File: src/chess_pkg.sv
`default_nettype none

package chess_pkg;

   localparam int PIECE_WIDTH = 4;
   localparam int BOARD_WIDTH = 256;    // 64 squares of PIECE_WIDTH bits
   localparam int BLACK_BIT = 3;
   localparam int MAX_MOVES = 128;
   localparam int MOVE_INDEX_WIDTH = 7;
   localparam int MOVE_COUNT_WIDTH = 8; // must reach MAX_MOVES

   typedef enum logic [2:0] {
      EMPTY  = 3'd0,
      PAWN   = 3'd1,
      KNIGHT = 3'd2,
      BISHOP = 3'd3,
      ROOK   = 3'd4,
      QUEEN  = 3'd5,
      KING   = 3'd6
   } piece_t;

   typedef logic signed [4:0] coord_t;  // row or column, may leave the board
   typedef logic [BOARD_WIDTH-1:0] board_t;
   typedef logic [5:0] square_t;        // row * 8 + col

   typedef enum logic [2:0] {
      S_IDLE,
      S_SQUARE,
      S_DIR_INIT,
      S_SLIDE,
      S_STEP,
      S_NEXT,
      S_DONE
   } scan_state_t;

   // queen and king share the eight neighbours
   localparam coord_t NEIGHBOUR_ROW [8] = '{-1, -1, -1, 0, 0, 1, 1, 1};
   localparam coord_t NEIGHBOUR_COL [8] = '{-1, 0, 1, -1, 1, -1, 0, 1};
   localparam coord_t ROOK_ROW [8] = '{0, 0, 1, -1, 0, 0, 0, 0};
   localparam coord_t ROOK_COL [8] = '{1, -1, 0, 0, 0, 0, 0, 0};
   localparam coord_t BISHOP_ROW [8] = '{1, 1, -1, -1, 0, 0, 0, 0};
   localparam coord_t BISHOP_COL [8] = '{1, -1, 1, -1, 0, 0, 0, 0};
   localparam coord_t KNIGHT_ROW [8] = '{-2, -1, 1, 2, 2, 1, -1, -2};
   localparam coord_t KNIGHT_COL [8] = '{-1, -2, -2, -1, 1, 2, 2, 1};

   // directions per piece type, indexed by piece_t
   localparam logic [3:0] DIR_COUNT [8] = '{0, 0, 8, 4, 4, 8, 8, 0};

   function automatic logic [PIECE_WIDTH-1:0] square_of(board_t board, square_t sq);
      return board[sq*PIECE_WIDTH +: PIECE_WIDTH];
   endfunction

   // row offset, or column offset when want_col is set
   function automatic coord_t dir_offset(piece_t kind, logic [2:0] dir, logic want_col);
      coord_t r;
      coord_t c;
      case (kind)
         KNIGHT:
         begin
            r = KNIGHT_ROW[dir];
            c = KNIGHT_COL[dir];
         end
         ROOK:
         begin
            r = ROOK_ROW[dir];
            c = ROOK_COL[dir];
         end
         BISHOP:
         begin
            r = BISHOP_ROW[dir];
            c = BISHOP_COL[dir];
         end
         default:
         begin
            r = NEIGHBOUR_ROW[dir];
            c = NEIGHBOUR_COL[dir];
         end
      endcase
      return want_col ? c : r;
   endfunction

endpackage

`default_nettype wire
File: src/move_builder.sv
`timescale 1ns/100ps
`default_nettype none

module move_builder
   import chess_pkg::*;
(
   input  logic                   clk,
   input  logic                   reset,
   input  board_t                 board,
   input  logic                   cand_valid,
   input  square_t                from_sq,
   input  square_t                to_sq,
   input  logic [PIECE_WIDTH-1:0] piece,
   output logic                   wr,
   output board_t                 wr_board
);

   always_ff @(posedge clk)
   begin
      if (reset)
         wr <= 1'b0;
      else
         wr <= cand_valid;
   end

   // later assignment wins on the target square
   always_ff @(posedge clk)
   begin
      if (cand_valid)
      begin
         wr_board <= board;
         wr_board[from_sq*PIECE_WIDTH +: PIECE_WIDTH] <= '0;
         wr_board[to_sq*PIECE_WIDTH +: PIECE_WIDTH] <= piece;
      end
   end

endmodule

`default_nettype wire

File: config.mk
export PLATFORM = sky130hd
export DESIGN_NAME = move_builder
export DESIGN_NICKNAME = d
export VERILOG_FILES = /design/src/chess_pkg.sv /design/src/move_builder.sv
export SDC_FILE = /design/constraint.sdc
export NUM_CORES = 1
export LEC_CHECK = 0
export BUFFER_PORTS_ARGS = -buffer_cell sky130_fd_sc_hd__buf_2
export CORE_AREA = 2 2 206 208
export DETAILED_ROUTE_END_ITERATION = 8
export DIE_AREA = 0 0 208 210
export SETUP_SLACK_MARGIN = 0.05
export SYNTH_ARGS = -nofsm -noshare
export SYNTH_HDL_FRONTEND = slang
export SYNTH_SLANG_ARGS = --single-unit
File: constraint.sdc
create_clock -name clk -period 4.7 [get_ports clk]
set_input_delay 0 -clock clk [delete_from_list [all_inputs] [get_ports clk]]
set_output_delay 0 -clock clk [all_outputs]
set_load 0.01 [all_outputs]
### Yosys cells after proc, flatten, opt, wreduce, memory -nomap -nowiden

Index checks and enable logic that the tools add are counted.

| cells by class | value |
|---|---|
| $add $sub $neg | 2 |
| mux-type cells | 2 |
| shift operators | 4 |

Operators by type and width:

| kind | number |
|---|---|
| $bwmux 256 | 2 |
| $shift 4x34->256 const A | 2 |
| $shiftx 4x34->256 | 1 |
| $shiftx 4x34->256 const A | 1 |
| $neg 8->34 | 2 |

| word-level totals | value |
|---|---|
| output and inout bits | 257 |
| input bits | 275 |
| register bits after elaboration | 257 |

### Longest topological paths before layout

Gate-level depths: netlist (run 1).

| logic depth | value |
|---|---|
| word-level depth | 4 |
| depth in mapped cells | 11 |
| depth with buffers taken out | 8 |

### Worst setup path after synthesis (run 1)

OpenSTA, ideal clock, no wires.

| timing | value |
|---|---|
| path kind | input to register |
| start | in to_sq[1] |
| end | reg wr_board[232] (data pin) |
| cell stages on the path | 10 |
| path slack | 1.992 ns |
| arrival time | 2.452 ns |
| buffers on the path | 2 |
| cell sequence | buf_6 -> or4_4 -> nor2_1 -> ha_1 -> or3b_2 -> mux2i_1 -> buf_2 -> nand2_1 -> or2_1 -> a31o_2 |

| on the way | value |
|---|---|
| cells in the longest elaborated chain, start to end | 3 |

Ends and longest elaborated chain:

| element | RTL line | text |
|---|---|---|
| start: declaration | move_builder.sv:12 | `input square_t to_sq,` |
| $neg 8->34 * | move_builder.sv:33 | `wr_board[to_sq*PIECE_WIDTH +: PIECE_WIDTH] <= piece;` |
| $shiftx 4x34->256 / $shift 4x34->256 (equally long branches) | move_builder.sv:33 |  |
| $bwmux 256 * | move_builder.sv:33 |  |
| end signal: assignment | move_builder.sv:31 | `wr_board <= board;` |
| end signal: indexed assignment | move_builder.sv:33 |  |
| end: declaration | move_builder.sv:15 | `output board_t wr_board` |

Mark *: on every way between the ends. The rest lies on a longest branch, timed or not.
A chain may end at the register's enable or synchronous reset.

### Worst setup path in the final report (run 1)

| timing | value |
|---|---|
| start | in to_sq[0] |
| end | reg wr_board[41] (data pin) |

Same word-level chain as after synthesis.

==> summary.md, run 1 <==
| Metric | Value |
|---|---|
| Status | complete, no violations |
| Most numerous cell in the Yosys netlist | edfxtp_1 |
| NumNets Final | roughly 2100 |
| Antenna violations before repair | 8 |
| Synth area leader | edfxtp_1 |
| Sequential-to-total area share from yosys stat | about three fifths |
| CP max-delay cell | mux2i_2 |
| Clock sink count | 257 |
| Die Height | between 200 and 250 µm |
| Root buffer cell | clkbuf_16 |
| PD cells | approximately 320 nW/µm² |
| CTS tree | done |
| Post-synth top cells | edfxtp_1 (256), nand2_1 (109), o21ai_0 (107) |
| Relative slew slack | between 10% and 20% |
| Unrepaired setup endpoints after global routing | no |
| Tmin final | 3.678 ns |
| Core area | between 40000 and 50000 µm² |
| H-Tree Depth | 1 |
| Hold-fix buffers at CTS | around 260 |
| Mapped Area | 13080 µm² |
| # IOs | between 500 and 600 |
| Number of synthesized register bits | about 260 |
| Max VDD drop | roughly 0.28 mV |
| Max clock buf depth | 3 |
| Die area | between 40000 and 50000 µm² |
| Syn nets | between 1000 and 1500 |
| Max-cap violations | 0 |
| Smallest hold slack | between 0.03 and 0.04 ns |
| Register area | around 7700 µm² |
| Clk slew on worst S/H paths | 0.06 ns |
| Setup TNS | 0 ns |
| Total Power | 6.285 mW |
| Vias | about 13000 |
| Area of the multi-input gates | just over 5000 µm² |
| Die width | about 210 µm |
| Final design utilization | 47.89% |
| Required time worst endpoint | roughly 5 ns |
| Vias in the first global route | approximately 13000 |
| Pleak | 8.320 nW |
| Number of setup buffers added after CTS | 0 |
| IO Port Bufs | ~530 |
| Fin. Hold Viols | 0 |
| 1st-iter DRT viols | roughly 1100 |
| Mapped Avg Cell Area | 12.07 µm² |
| Arrival @ worst endpoint | 4.00 ns |
| Final Max Slew Viols | 0 |
| Pre-antenna DRT Iters | 7 |
| Hpwl dp | between 40 and 50 mm |
| Crit path max fanout | 16 |
| Mapped Cells | approximately 1100 |
| Category of the worst setup path launch point | input pin |
| Fill count | about 3800 |
| Cells after DPL | approximately 2100 |
| Critical path type | input pin to flop |
| Final non-filler cell total | between 2000 and 2500 |
| Slew @ Worst Pin | approximately 1.3 ns |
| CP delay by family, top | simple AND/OR/NAND/NOR gates |
| Ys async rst share | 0% |
| CP cell instances | buf_2 -> inv_1 -> ha_1 -> or3b_2 -> mux2i_2 -> nand2_1 -> or2_1 -> a31o_2 |
| Synth top area share | slightly below 60% |
| Initial core utilization | a little under a third |
| Number of buffers created by CTS | 31 |
| First-pass GRT wire length | about 84 mm |
| Largest net degree at the start of global routing | between 100 and 150 |
| Synth Flop Type | edfxtp_1 |
| Setup violators final | 0 |
| GRT Total Usage | 25.36% |
| Slowest stage delay, CP | between 0.9 and 1 ns |
| WL final | ~58 mm |
| Drc violations | 0 |
| GRT overflow | 0 |
| DR vias/cell | about 5.4 |
| Post-synth cell types | 67 |
| Row count | 75 |
| Dominant cells by area after synthesis | edfxtp_1 (59%), mux2i_1 (7.7%), o21ai_0 (4.1%), a32o_1 (4.0%), nand2_1 (3.1%) |
| Global placer's final weighted congestion | ~0.88 |
| Post-route ant nets | 0 |
| HP Class | input pin to flop |
| Fin crit share | 78.25% |
| Wire per inst | between 20 and 25 µm |
| Critical Path Sink Type | flop |
| CP bufs+invs | 2 |
| # resized after CTS | 0 |
| Fmax | 271.9 MHz |
| Layout cell share with drive strength beyond 1 | around 35% |
| Yosys Warn Count | 0 |
| Layout area overhead | 51.88% |
| Post-synth EDFFs | ~260 |
## sequential cells by signal, indices dropped and copies added, names as in the netlist
name      cells
wr            1
wr_board    256
## final timing paths
check / start / end / slack (ns) / depth (start not counted)
worst max-delay path: to_sq[0] / wr_board[41] / 1.02 / 8
worst min-delay path: piece[1] / wr_board[117] / 0.03 / 3
## tightest hold or removal path: cells and delay by family
| kind | cells | cell delay, ns |
|---|---|---|
| muxes | 1 | 0.06 |
| and+or+nand+nor | 1 | 0.11 |
| buffers and inverters | 1 | 0.24 |
## per-layer routing
| metal | wire (µm) | track usage, % | share of wire, % |
|---|---|---|---|
| met1 | 22370 | 30.21 | 39 |
| met2 | 28730 | 44.95 | 50 |
| met3 | 4723 | 5.647 | 8.1 |
| met4 | 2095 | 9.171 | 3.6 |
| met5 | 73 | 0 | 0.13 |
## power by group
group | switching (mW) | internal [mW]
sequential | 0.0596 | 2.75
combinational | 0.662 | 0.491
clock | 0.965 | 1.36
total | 1.69 | 4.60
## final cells by class
cell class / instances / share of cell area (%)
Antenna cell: 1 / 0.01260
Clock buffer: 35 / 3.981
Clock inverter: 19 / 0.8566
Inverter: 17 / 0.3212
Multi-Input combinational cell: 737 / 25.31
Sequential cell: 257 / 38.80
Tap cell: 539 / 3.395
Timing Repair Buffer: 811 / 27.32
## cell families (layout without fill, tap and decap cells)
family | after synthesis | after routing | synth area share, %
other cells | 0 | 1 | 0
xor+xnor | 7 | 7 | 0.4688
buf+inv | 90 | 882 | 2.870
mux | 102 | 102 | 7.816
compound gates | 297 | 297 | 16.16
simple gates | 327 | 327 | 13.37
flops | 257 | 257 | 58.93
fa+ha+maj | 4 | 4 | 0.3827
## cell usage in the layout, fill, tap and decap left out, types with 4 or more instances in the layout
cell type and count:
buf_2 530, dlygate4sd3_1 258, edfxtp_1 256, nand2_1 109
o21ai_0 107, mux2i_1 97, nand3_1 64, a32o_1 52
nor2_1 32, o22ai_1 32, clkbuf_16 31, nor3_1 23
buf_4 21, a31o_2 20, nand4_1 17, inv_1 16
o221ai_1 16, a22o_1 16, and3_1 12, a21oi_1 10
or2_1 10, a22oi_1 9, nand2b_1 8, clkinv_1 8
o211ai_1 8, o21ai_1 7, o31ai_1 6, clkinv_2 6
nor2b_1 5, and2_1 5, mux2i_2 4, o21ai_2 4
xor2_1 4, ha_1 4, clkbuf_1 4
## stage by stage
| step | area, µm² | setup slack [ns] |
|---|---|---|
| 3_3_place_gp | 16320 | 0.5949 |
| 6_report | 19860 | 1.022 |
| 2_1_floorplan | 13080 | 1.992 |
| 3_5_place_dp | 16320 | 0.4328 |
| 4_1_cts | 19860 | 1.017 |
| 5_1_grt | 19860 | 0.7393 |
No activity file was read; power rests on OpenSTA's default activity.
==> inputs of run 2 (changes only) <==
Settings changed: CORE_AREA 2 2 206 208 to 2 2 209 211, DIE_AREA 0 0 208 210 to 0 0 211 213.
Clock period 4.7 ns to 3.35 ns, I/O delays scaled along.
==> run 2 against run 1 <==
  * Die area increased by 2.9%
  * Worst hold slack gained 0.020 ns
  * Setup slack lost 0.28 ns
  * Total power rose by 37%
  * Core utilization down 0.85 points
  * Critical path depth rose by 2
  * First-iteration DRC count rose by 5.4%
  * Via count rose by 0.68%
  * Critical path type unchanged
  * Largest cell class unchanged
==> summary.md, run 2 (synthesized netlist as in run 1, its figures left out) <==
| Metric | Value |
|---|---|
| Max VDD drop | 0.3623 mV (+28%) |
| Required time worst endpoint | 3.75 ns (-1.27 ns) |
| DR vias/cell | 5.346 (-1.1%) |
| NumNets Final | 2169 (+1.6%) |
| Critical Path Sink Type | flop |
| Status | complete, no violations |
| 1st-iter DRT viols | 1125 (+5.4%) |
| Max-cap violations | 0 (unchanged) |
| PD cells | 429.3 nW/µm² (+36%) |
| Register area | 7707 µm² (unchanged) |
| Max FFs per register | 256 (unchanged) |
| Crit path max fanout | 9 (-7) |
| Number of buffers created by CTS | 29 (-6.5%) |
| Area of the multi-input gates | 5021 µm² (-0.12%) |
| Global placer's final weighted congestion | 0.8534 (-3.4%) |
| Vias | 13145 (+0.68%) |
| Worst setup margin | 0.7426 ns (-0.2797 ns) |
| Post-route ant nets | 0 (unchanged) |
| Total Power | 8.622 mW (+37%) |
| Critical path type | input pin to flop |
| Fin. Hold Viols | 0 (unchanged) |
| Clock sink count | 257 (unchanged) |
| Post-Place Setup Slack | 0.1593 ns (-0.2736 ns) |
| Setup violators final | 0 (unchanged) |
| H-Tree Depth | 1 (unchanged) |
| Row count | 76 (+1.3%) |
| Commonest non-fill, non-tap cell in the layout | buf_2 |
| Tmin final | 2.607 ns |
| Most flops, register | wr_board |
| Most frequent cells in the layout | buf_2 (530), dlygate4sd3_1 (258), edfxtp_1 (256), nand2_1 (109), o21ai_0 (107) |
| Fmax | 383.5 MHz |
| CTS tree | done |
| Fin crit share | between 70% and 80% |
| Max clock buf depth | 3 (unchanged) |
| Die Height | 213 µm (+1.4%) |
| Arrival @ worst endpoint | 3.00 ns (-1.00 ns) |
| Final Max Slew Viols | 0 (unchanged) |
| Global-route track usage on met3 | 5.089% (-0.56 points) |
| IO Port Bufs | 531 (unchanged) |
| GRT overflow | 0 (unchanged) |
| Slew @ Worst Pin | 1.031 ns (-0.2632 ns) |
| Vias in the first global route | 13266 (-0.73%) |
| Pleak | 8.460 nW (+1.7%) |
| Largest net degree at the start of global routing | 89 (-33%) |
| GRT Total Usage | 24.44% (-0.92 points) |
| First-pass GRT wire length | 81.92 mm (-2.1%) |
| Pre-antenna DRT Iters | 5 (-2) |
| Fill count | 3859 (+2.7%) |
| Top Usage Layer GRT | met2 |
| Initial core utilization | 30.63% (-0.90 points) |
| Relative slew slack | 31.04% (+17 points) |
| Setup TNS | 0 ns (unchanged) |
| Top flop regs | wr_board (256), wr (1) |
| Final non-filler cell total | 2459 (+1.8%) |
| Hpwl dp | 42.33 mm (+1.1%) |
| Category of the worst setup path launch point | input pin |
| WL final | 57.96 mm (about the same) |
| Number of setup buffers added after CTS | 0 (unchanged) |
| HP Class | input pin to flop |
| Layout area overhead | 53.55% |
| Die area | 44940 µm² (+2.9%) |
| Core area | 42700 µm² (+2.9%) |
| Layout cell share with drive strength beyond 1 | 35.46% (+0.82 points) |
| Met2 Use GR | 41.87% (-3.1 points) |
| Clk slew on worst S/H paths | 0.06 ns (about the same) |
| Antenna violations before repair | 8 (unchanged) |
| Cells after DPL | 2147 (+2.1%) |
| Root buffer cell | clkbuf_16 |
| Wire per inst | 23.57 µm (-1.8%) |
| Smallest hold slack | 0.05247 ns (+0.01956 ns) |
| # IOs | 532 (unchanged) |
| Unrepaired setup endpoints after global routing | no |
| Die width | 211 µm (+1.4%) |
| Drc violations | 0 (unchanged) |
| GRT met1 Usage | 29.80% (-0.40 points) |
## run 2: cell types whose count changed in the layout (fill, tap and decap cells not counted)
| cell | previous run | this run |
|---|---|---|
| buf_4 | 21 | 56 |
| clkinv_2 | 6 | 1 |
| clkbuf_1 | 4 | 7 |
| diode_2 | 1 | 4 |
| buf_12 | 1 | 3 |
| clkbuf_16 | 31 | 29 |
| clkinv_1 | 8 | 10 |
| bufinv_16 | 3 | 2 |
| clkinvlp_4 | 2 | 1 |
| nor4_1 | 3 | 4 |
| nor4_2 | 1 | 0 |
## run 2: worst max-delay path: stages
cell	delay [ns]
buf_2	0.14
or4_4	0.58
nor2_1	0.12
ha_1	0.31
or3b_2	0.50
mux2i_2	0.39
nand2_1	0.26
buf_4	0.26
or2_1	0.27
o21ai_0	0.18
## run 2: cell type report
| class | count | share of cell area [%] |
|---|---|---|
| multi-input cells | 737 | 25.00 |
| well taps | 546 | 3.402 |
| clock buffers | 36 | 3.744 |
| flip-flops and latches | 257 | 38.38 |
| diodes | 4 | 0.04984 |
| clock inverters | 14 | 0.5732 |
| repair buffers | 848 | 28.53 |
| inverters | 17 | 0.3177 |
## run 2: worst paths after layout
kind / startpoint / endpoint / depth (start not counted)
worst min-delay path: piece[2] / wr_board[118] / 3
worst max-delay path: to_sq[0] / wr_board[243] / 10
## run 2: per-stage QoR
| stage | util, % | area (µm²) |
|---|---|---|
| after floorplan | - | 13080 |
| after global placement | 38.93 | 16620 |
| after detailed placement | 38.93 | 16620 |
| after CTS | 47.01 | 20070 |
| after global routing | 47.03 | 20080 |
| final | 47.04 | 20080 |
## run 2: timing repair
action	CTS	global route
resized for setup	0	0
setup endpoints to repair	0	0
hold buffers	258	0
hold endpoints to repair	323	0
## run 2: power breakdown
| part | internal [mW] | total [mW] | switching (mW) | leakage [nW] |
|---|---|---|---|---|
| Combinational | 0.720 | 1.65 | 0.929 | 5.53 |
| Clock | 1.72 | 3.03 | 1.30 | 0.417 |
| Sequential | 3.86 | 3.95 | 0.0886 | 2.51 |
## run 2: metal layers
| metal | vias to the layer above | share of wire (%) |
|---|---|---|
| li1 | 5949 | - |
| met1 | 6268 | 39 |
| met2 | 774 | 48 |
| met3 | 148 | 7.9 |
| met4 | 6 | 4.3 |
| met5 | - | 0.066 |
==> inputs of run 3 (changes only) <==
Clock period 3.35 ns to 2.3 ns, I/O delays scaled along.
==> run 3 against run 2 <==
  * Non-clock buffer count up 106
  * Core utilization increased by 2.7 points
  * Cell area is 5.8% higher
  * Total power rose by 54%
  * Cell count up 4.6%
  * Global-route usage increased by 0.92 points
  * Sequential power is 46% higher
  * Sequential cell count did not move
  * Via count grew 3.5%
  * First-iteration DRC count grew 2.1%
  * Combinational power is 57% higher
  * Largest power group unchanged
==> summary.md, run 3 (synthesized netlist as in run 1, its figures left out) <==
| Metric | Value |
|---|---|
| Status | complete, no violations |
| Area of the multi-input gates | 5107 µm² (+1.7%) |
| # IOs | 532 (unchanged) |
| Unrepaired setup endpoints after global routing | no |
| Antenna violations before repair | 8 (unchanged) |
| Placed cell area | 17660 µm² (+6.2%) |
| WL final | 59.62 mm (+2.9%) |
| DR vias/cell | 5.290 (-1.0%) |
| Clock sink count | 257 (unchanged) |
| Final non-filler cell total | 2571 (+4.6%) |
| Setup violators final | 0 (unchanged) |
| Max-cap violations | 0 (unchanged) |
| CTS tree | done |
| GRT Total Usage | 25.35% (+0.92 points) |
| Tmin final | between 2 and 2.5 ns |
| Most flops, register | wr_board |
| Vias in the first global route | 14221 (+7.2%) |
| Clk slew on worst S/H paths | 0.06 ns (about the same) |
| Root buffer cell | clkbuf_16 |
| Relative slew slack | 44.22% (+13 points) |
| Global placer's final weighted congestion | 0.9201 (+7.8%) |
| Die width | 211 µm (unchanged) |
| Slew @ Worst Pin | 0.8336 ns (-0.1970 ns) |
| Largest net degree at the start of global routing | 70 (-21%) |
| Register area | 7707 µm² (unchanged) |
| Cells after DPL | 2253 (+4.9%) |
| Die Height | 213 µm (unchanged) |
| H-Tree Depth | 1 (unchanged) |
| Max FFs per register | 256 (unchanged) |
| Core area | 42700 µm² (unchanged) |
| Commonest non-fill, non-tap cell in the layout | buf_2 |
| Final design utilization | 49.77% (+2.7 points) |
| Number of buffers created by CTS | 31 (+6.9%) |
| Drc violations | 0 (unchanged) |
| Initial core utilization | 30.63% (unchanged) |
| GRT overflow | 0 (unchanged) |
| Row count | 76 (unchanged) |
| Fin crit share | 94.44% |
| 1st-iter DRT viols | 1149 (+2.1%) |
| Layout area overhead | 62.46% |
| Final Max Slew Viols | 0 (unchanged) |
| Post-route ant nets | 0 (unchanged) |
| IO Port Bufs | 531 (unchanged) |
| Max clock buf depth | 3 (unchanged) |
| Top flop regs | wr_board (256), wr (1) |
| Max VDD drop | 0.5267 mV (+45%) |
| Layout cell share with drive strength beyond 1 | 39.81% (+4.3 points) |
| NumNets Final | 2277 (+5.0%) |
| Vias | 13601 (+3.5%) |
| Fin. Hold Viols | 0 (unchanged) |
| First-pass GRT wire length | 85.15 mm (+3.9%) |
| Total Power | 13.30 mW (+54%) |
| Pleak | 9.114 nW (+7.7%) |
| PD cells | 625.9 nW/µm² (+46%) |
| Category of the worst setup path launch point | input pin |
| Required time worst endpoint | 2.60 ns (-1.15 ns) |
| Hpwl dp | 44.05 mm (+4.1%) |
| Wire per inst | 23.19 µm (-1.6%) |
| Crit path max fanout | 8 (-1) |
| Critical Path Sink Type | flop |
| Critical path type | input pin to flop |
| HP Class | input pin to flop |
| Fill count | 3798 (-1.6%) |
| Fin area | 21250 µm² (+5.8%) |
| Arrival @ worst endpoint | 2.48 ns (-0.52 ns) |
| Pre-antenna DRT Iters | 7 (+2) |
| Most frequent cells in the layout | buf_2 (530), dlygate4sd3_1 (258), edfxtp_1 (256), buf_4 (150), nand2_1 (106) |
| Fmax | 460.4 MHz |
| Die area | 44940 µm² (unchanged) |
run 3: cell types whose count changed in the layout (fill, tap and decap cells not counted), sizes merged:
cell	previous run	this run
diode	4	3
bufinv	2	4
buf	590	696
clkinv	11	17
inv	17	18
clkbuf	36	34
run 3: power breakdown:
part           total, mW  switching [mW]  leakage (nW)  internal, mW
combinational       2.59            1.40          6.12          1.19
clock               4.96            2.06         0.485          2.90
sequential          5.75           0.129          2.51          5.62
total               13.3            3.59          9.11          9.71
run 3: path summary, 6_finish.rpt:
path | start | end | slack, ns | cells past startpoint
min | piece[0] | wr_board[108] | 0.04 | 3
max | to_sq[0] | wr_board[252] | 0.13 | 11
run 3: worst max-delay path, stage by stage:
cell and delay [ns]:
buf_2 0.12, or4_4 0.53, nor2_1 0.13, ha_1 0.28
or3b_4 0.39, mux2i_2 0.20, buf_4 0.16, buf_4 0.17
nand3_1 0.25, nand2_1 0.15, o22ai_1 0.09
run 3: area by class of cell:
class | instances | area share (%)
multi-input cells | 737 | 24.04
inverters | 17 | 0.3003
clock inverters | 23 | 1.013
repair buffers | 954 | 31.42
diodes | 3 | 0.03533
flip-flops and latches | 257 | 36.27
clock buffers | 34 | 3.704
well taps | 546 | 3.215
run 3: timing repair:
action,4_1_cts,5_1_grt
endpoints found under the hold margin,318,0
hold buffers,258,0
setup buffers,0,0
gates resized for setup,0,0
run 3: routing by layer:
| metal | share of wire, % | vias up | GRT usage, % |
|---|---|---|---|
| met4 | 4.6 | 12 | 10.81 |
| met1 | 38 | 6509 | 29.75 |
| li1 | - | 6143 | - |
| met3 | 8.0 | 162 | 5.604 |
| met5 | 0.13 | - | 0 |
| met2 | 49 | 775 | 44.68 |
run 3: stage by stage:
stage	hold slack, ns	worst slack (ns)	setup TNS [ns]
after CTS	0.002924	0.1718	0
after floorplan	0.07161	-0.1742	-4.858
after detailed placement	0.1631	-0.4361	-57.23
after global placement	0.1609	-0.3517	-45.74
after global routing	0.04654	0.05844	0
final	0.03645	0.1278	0
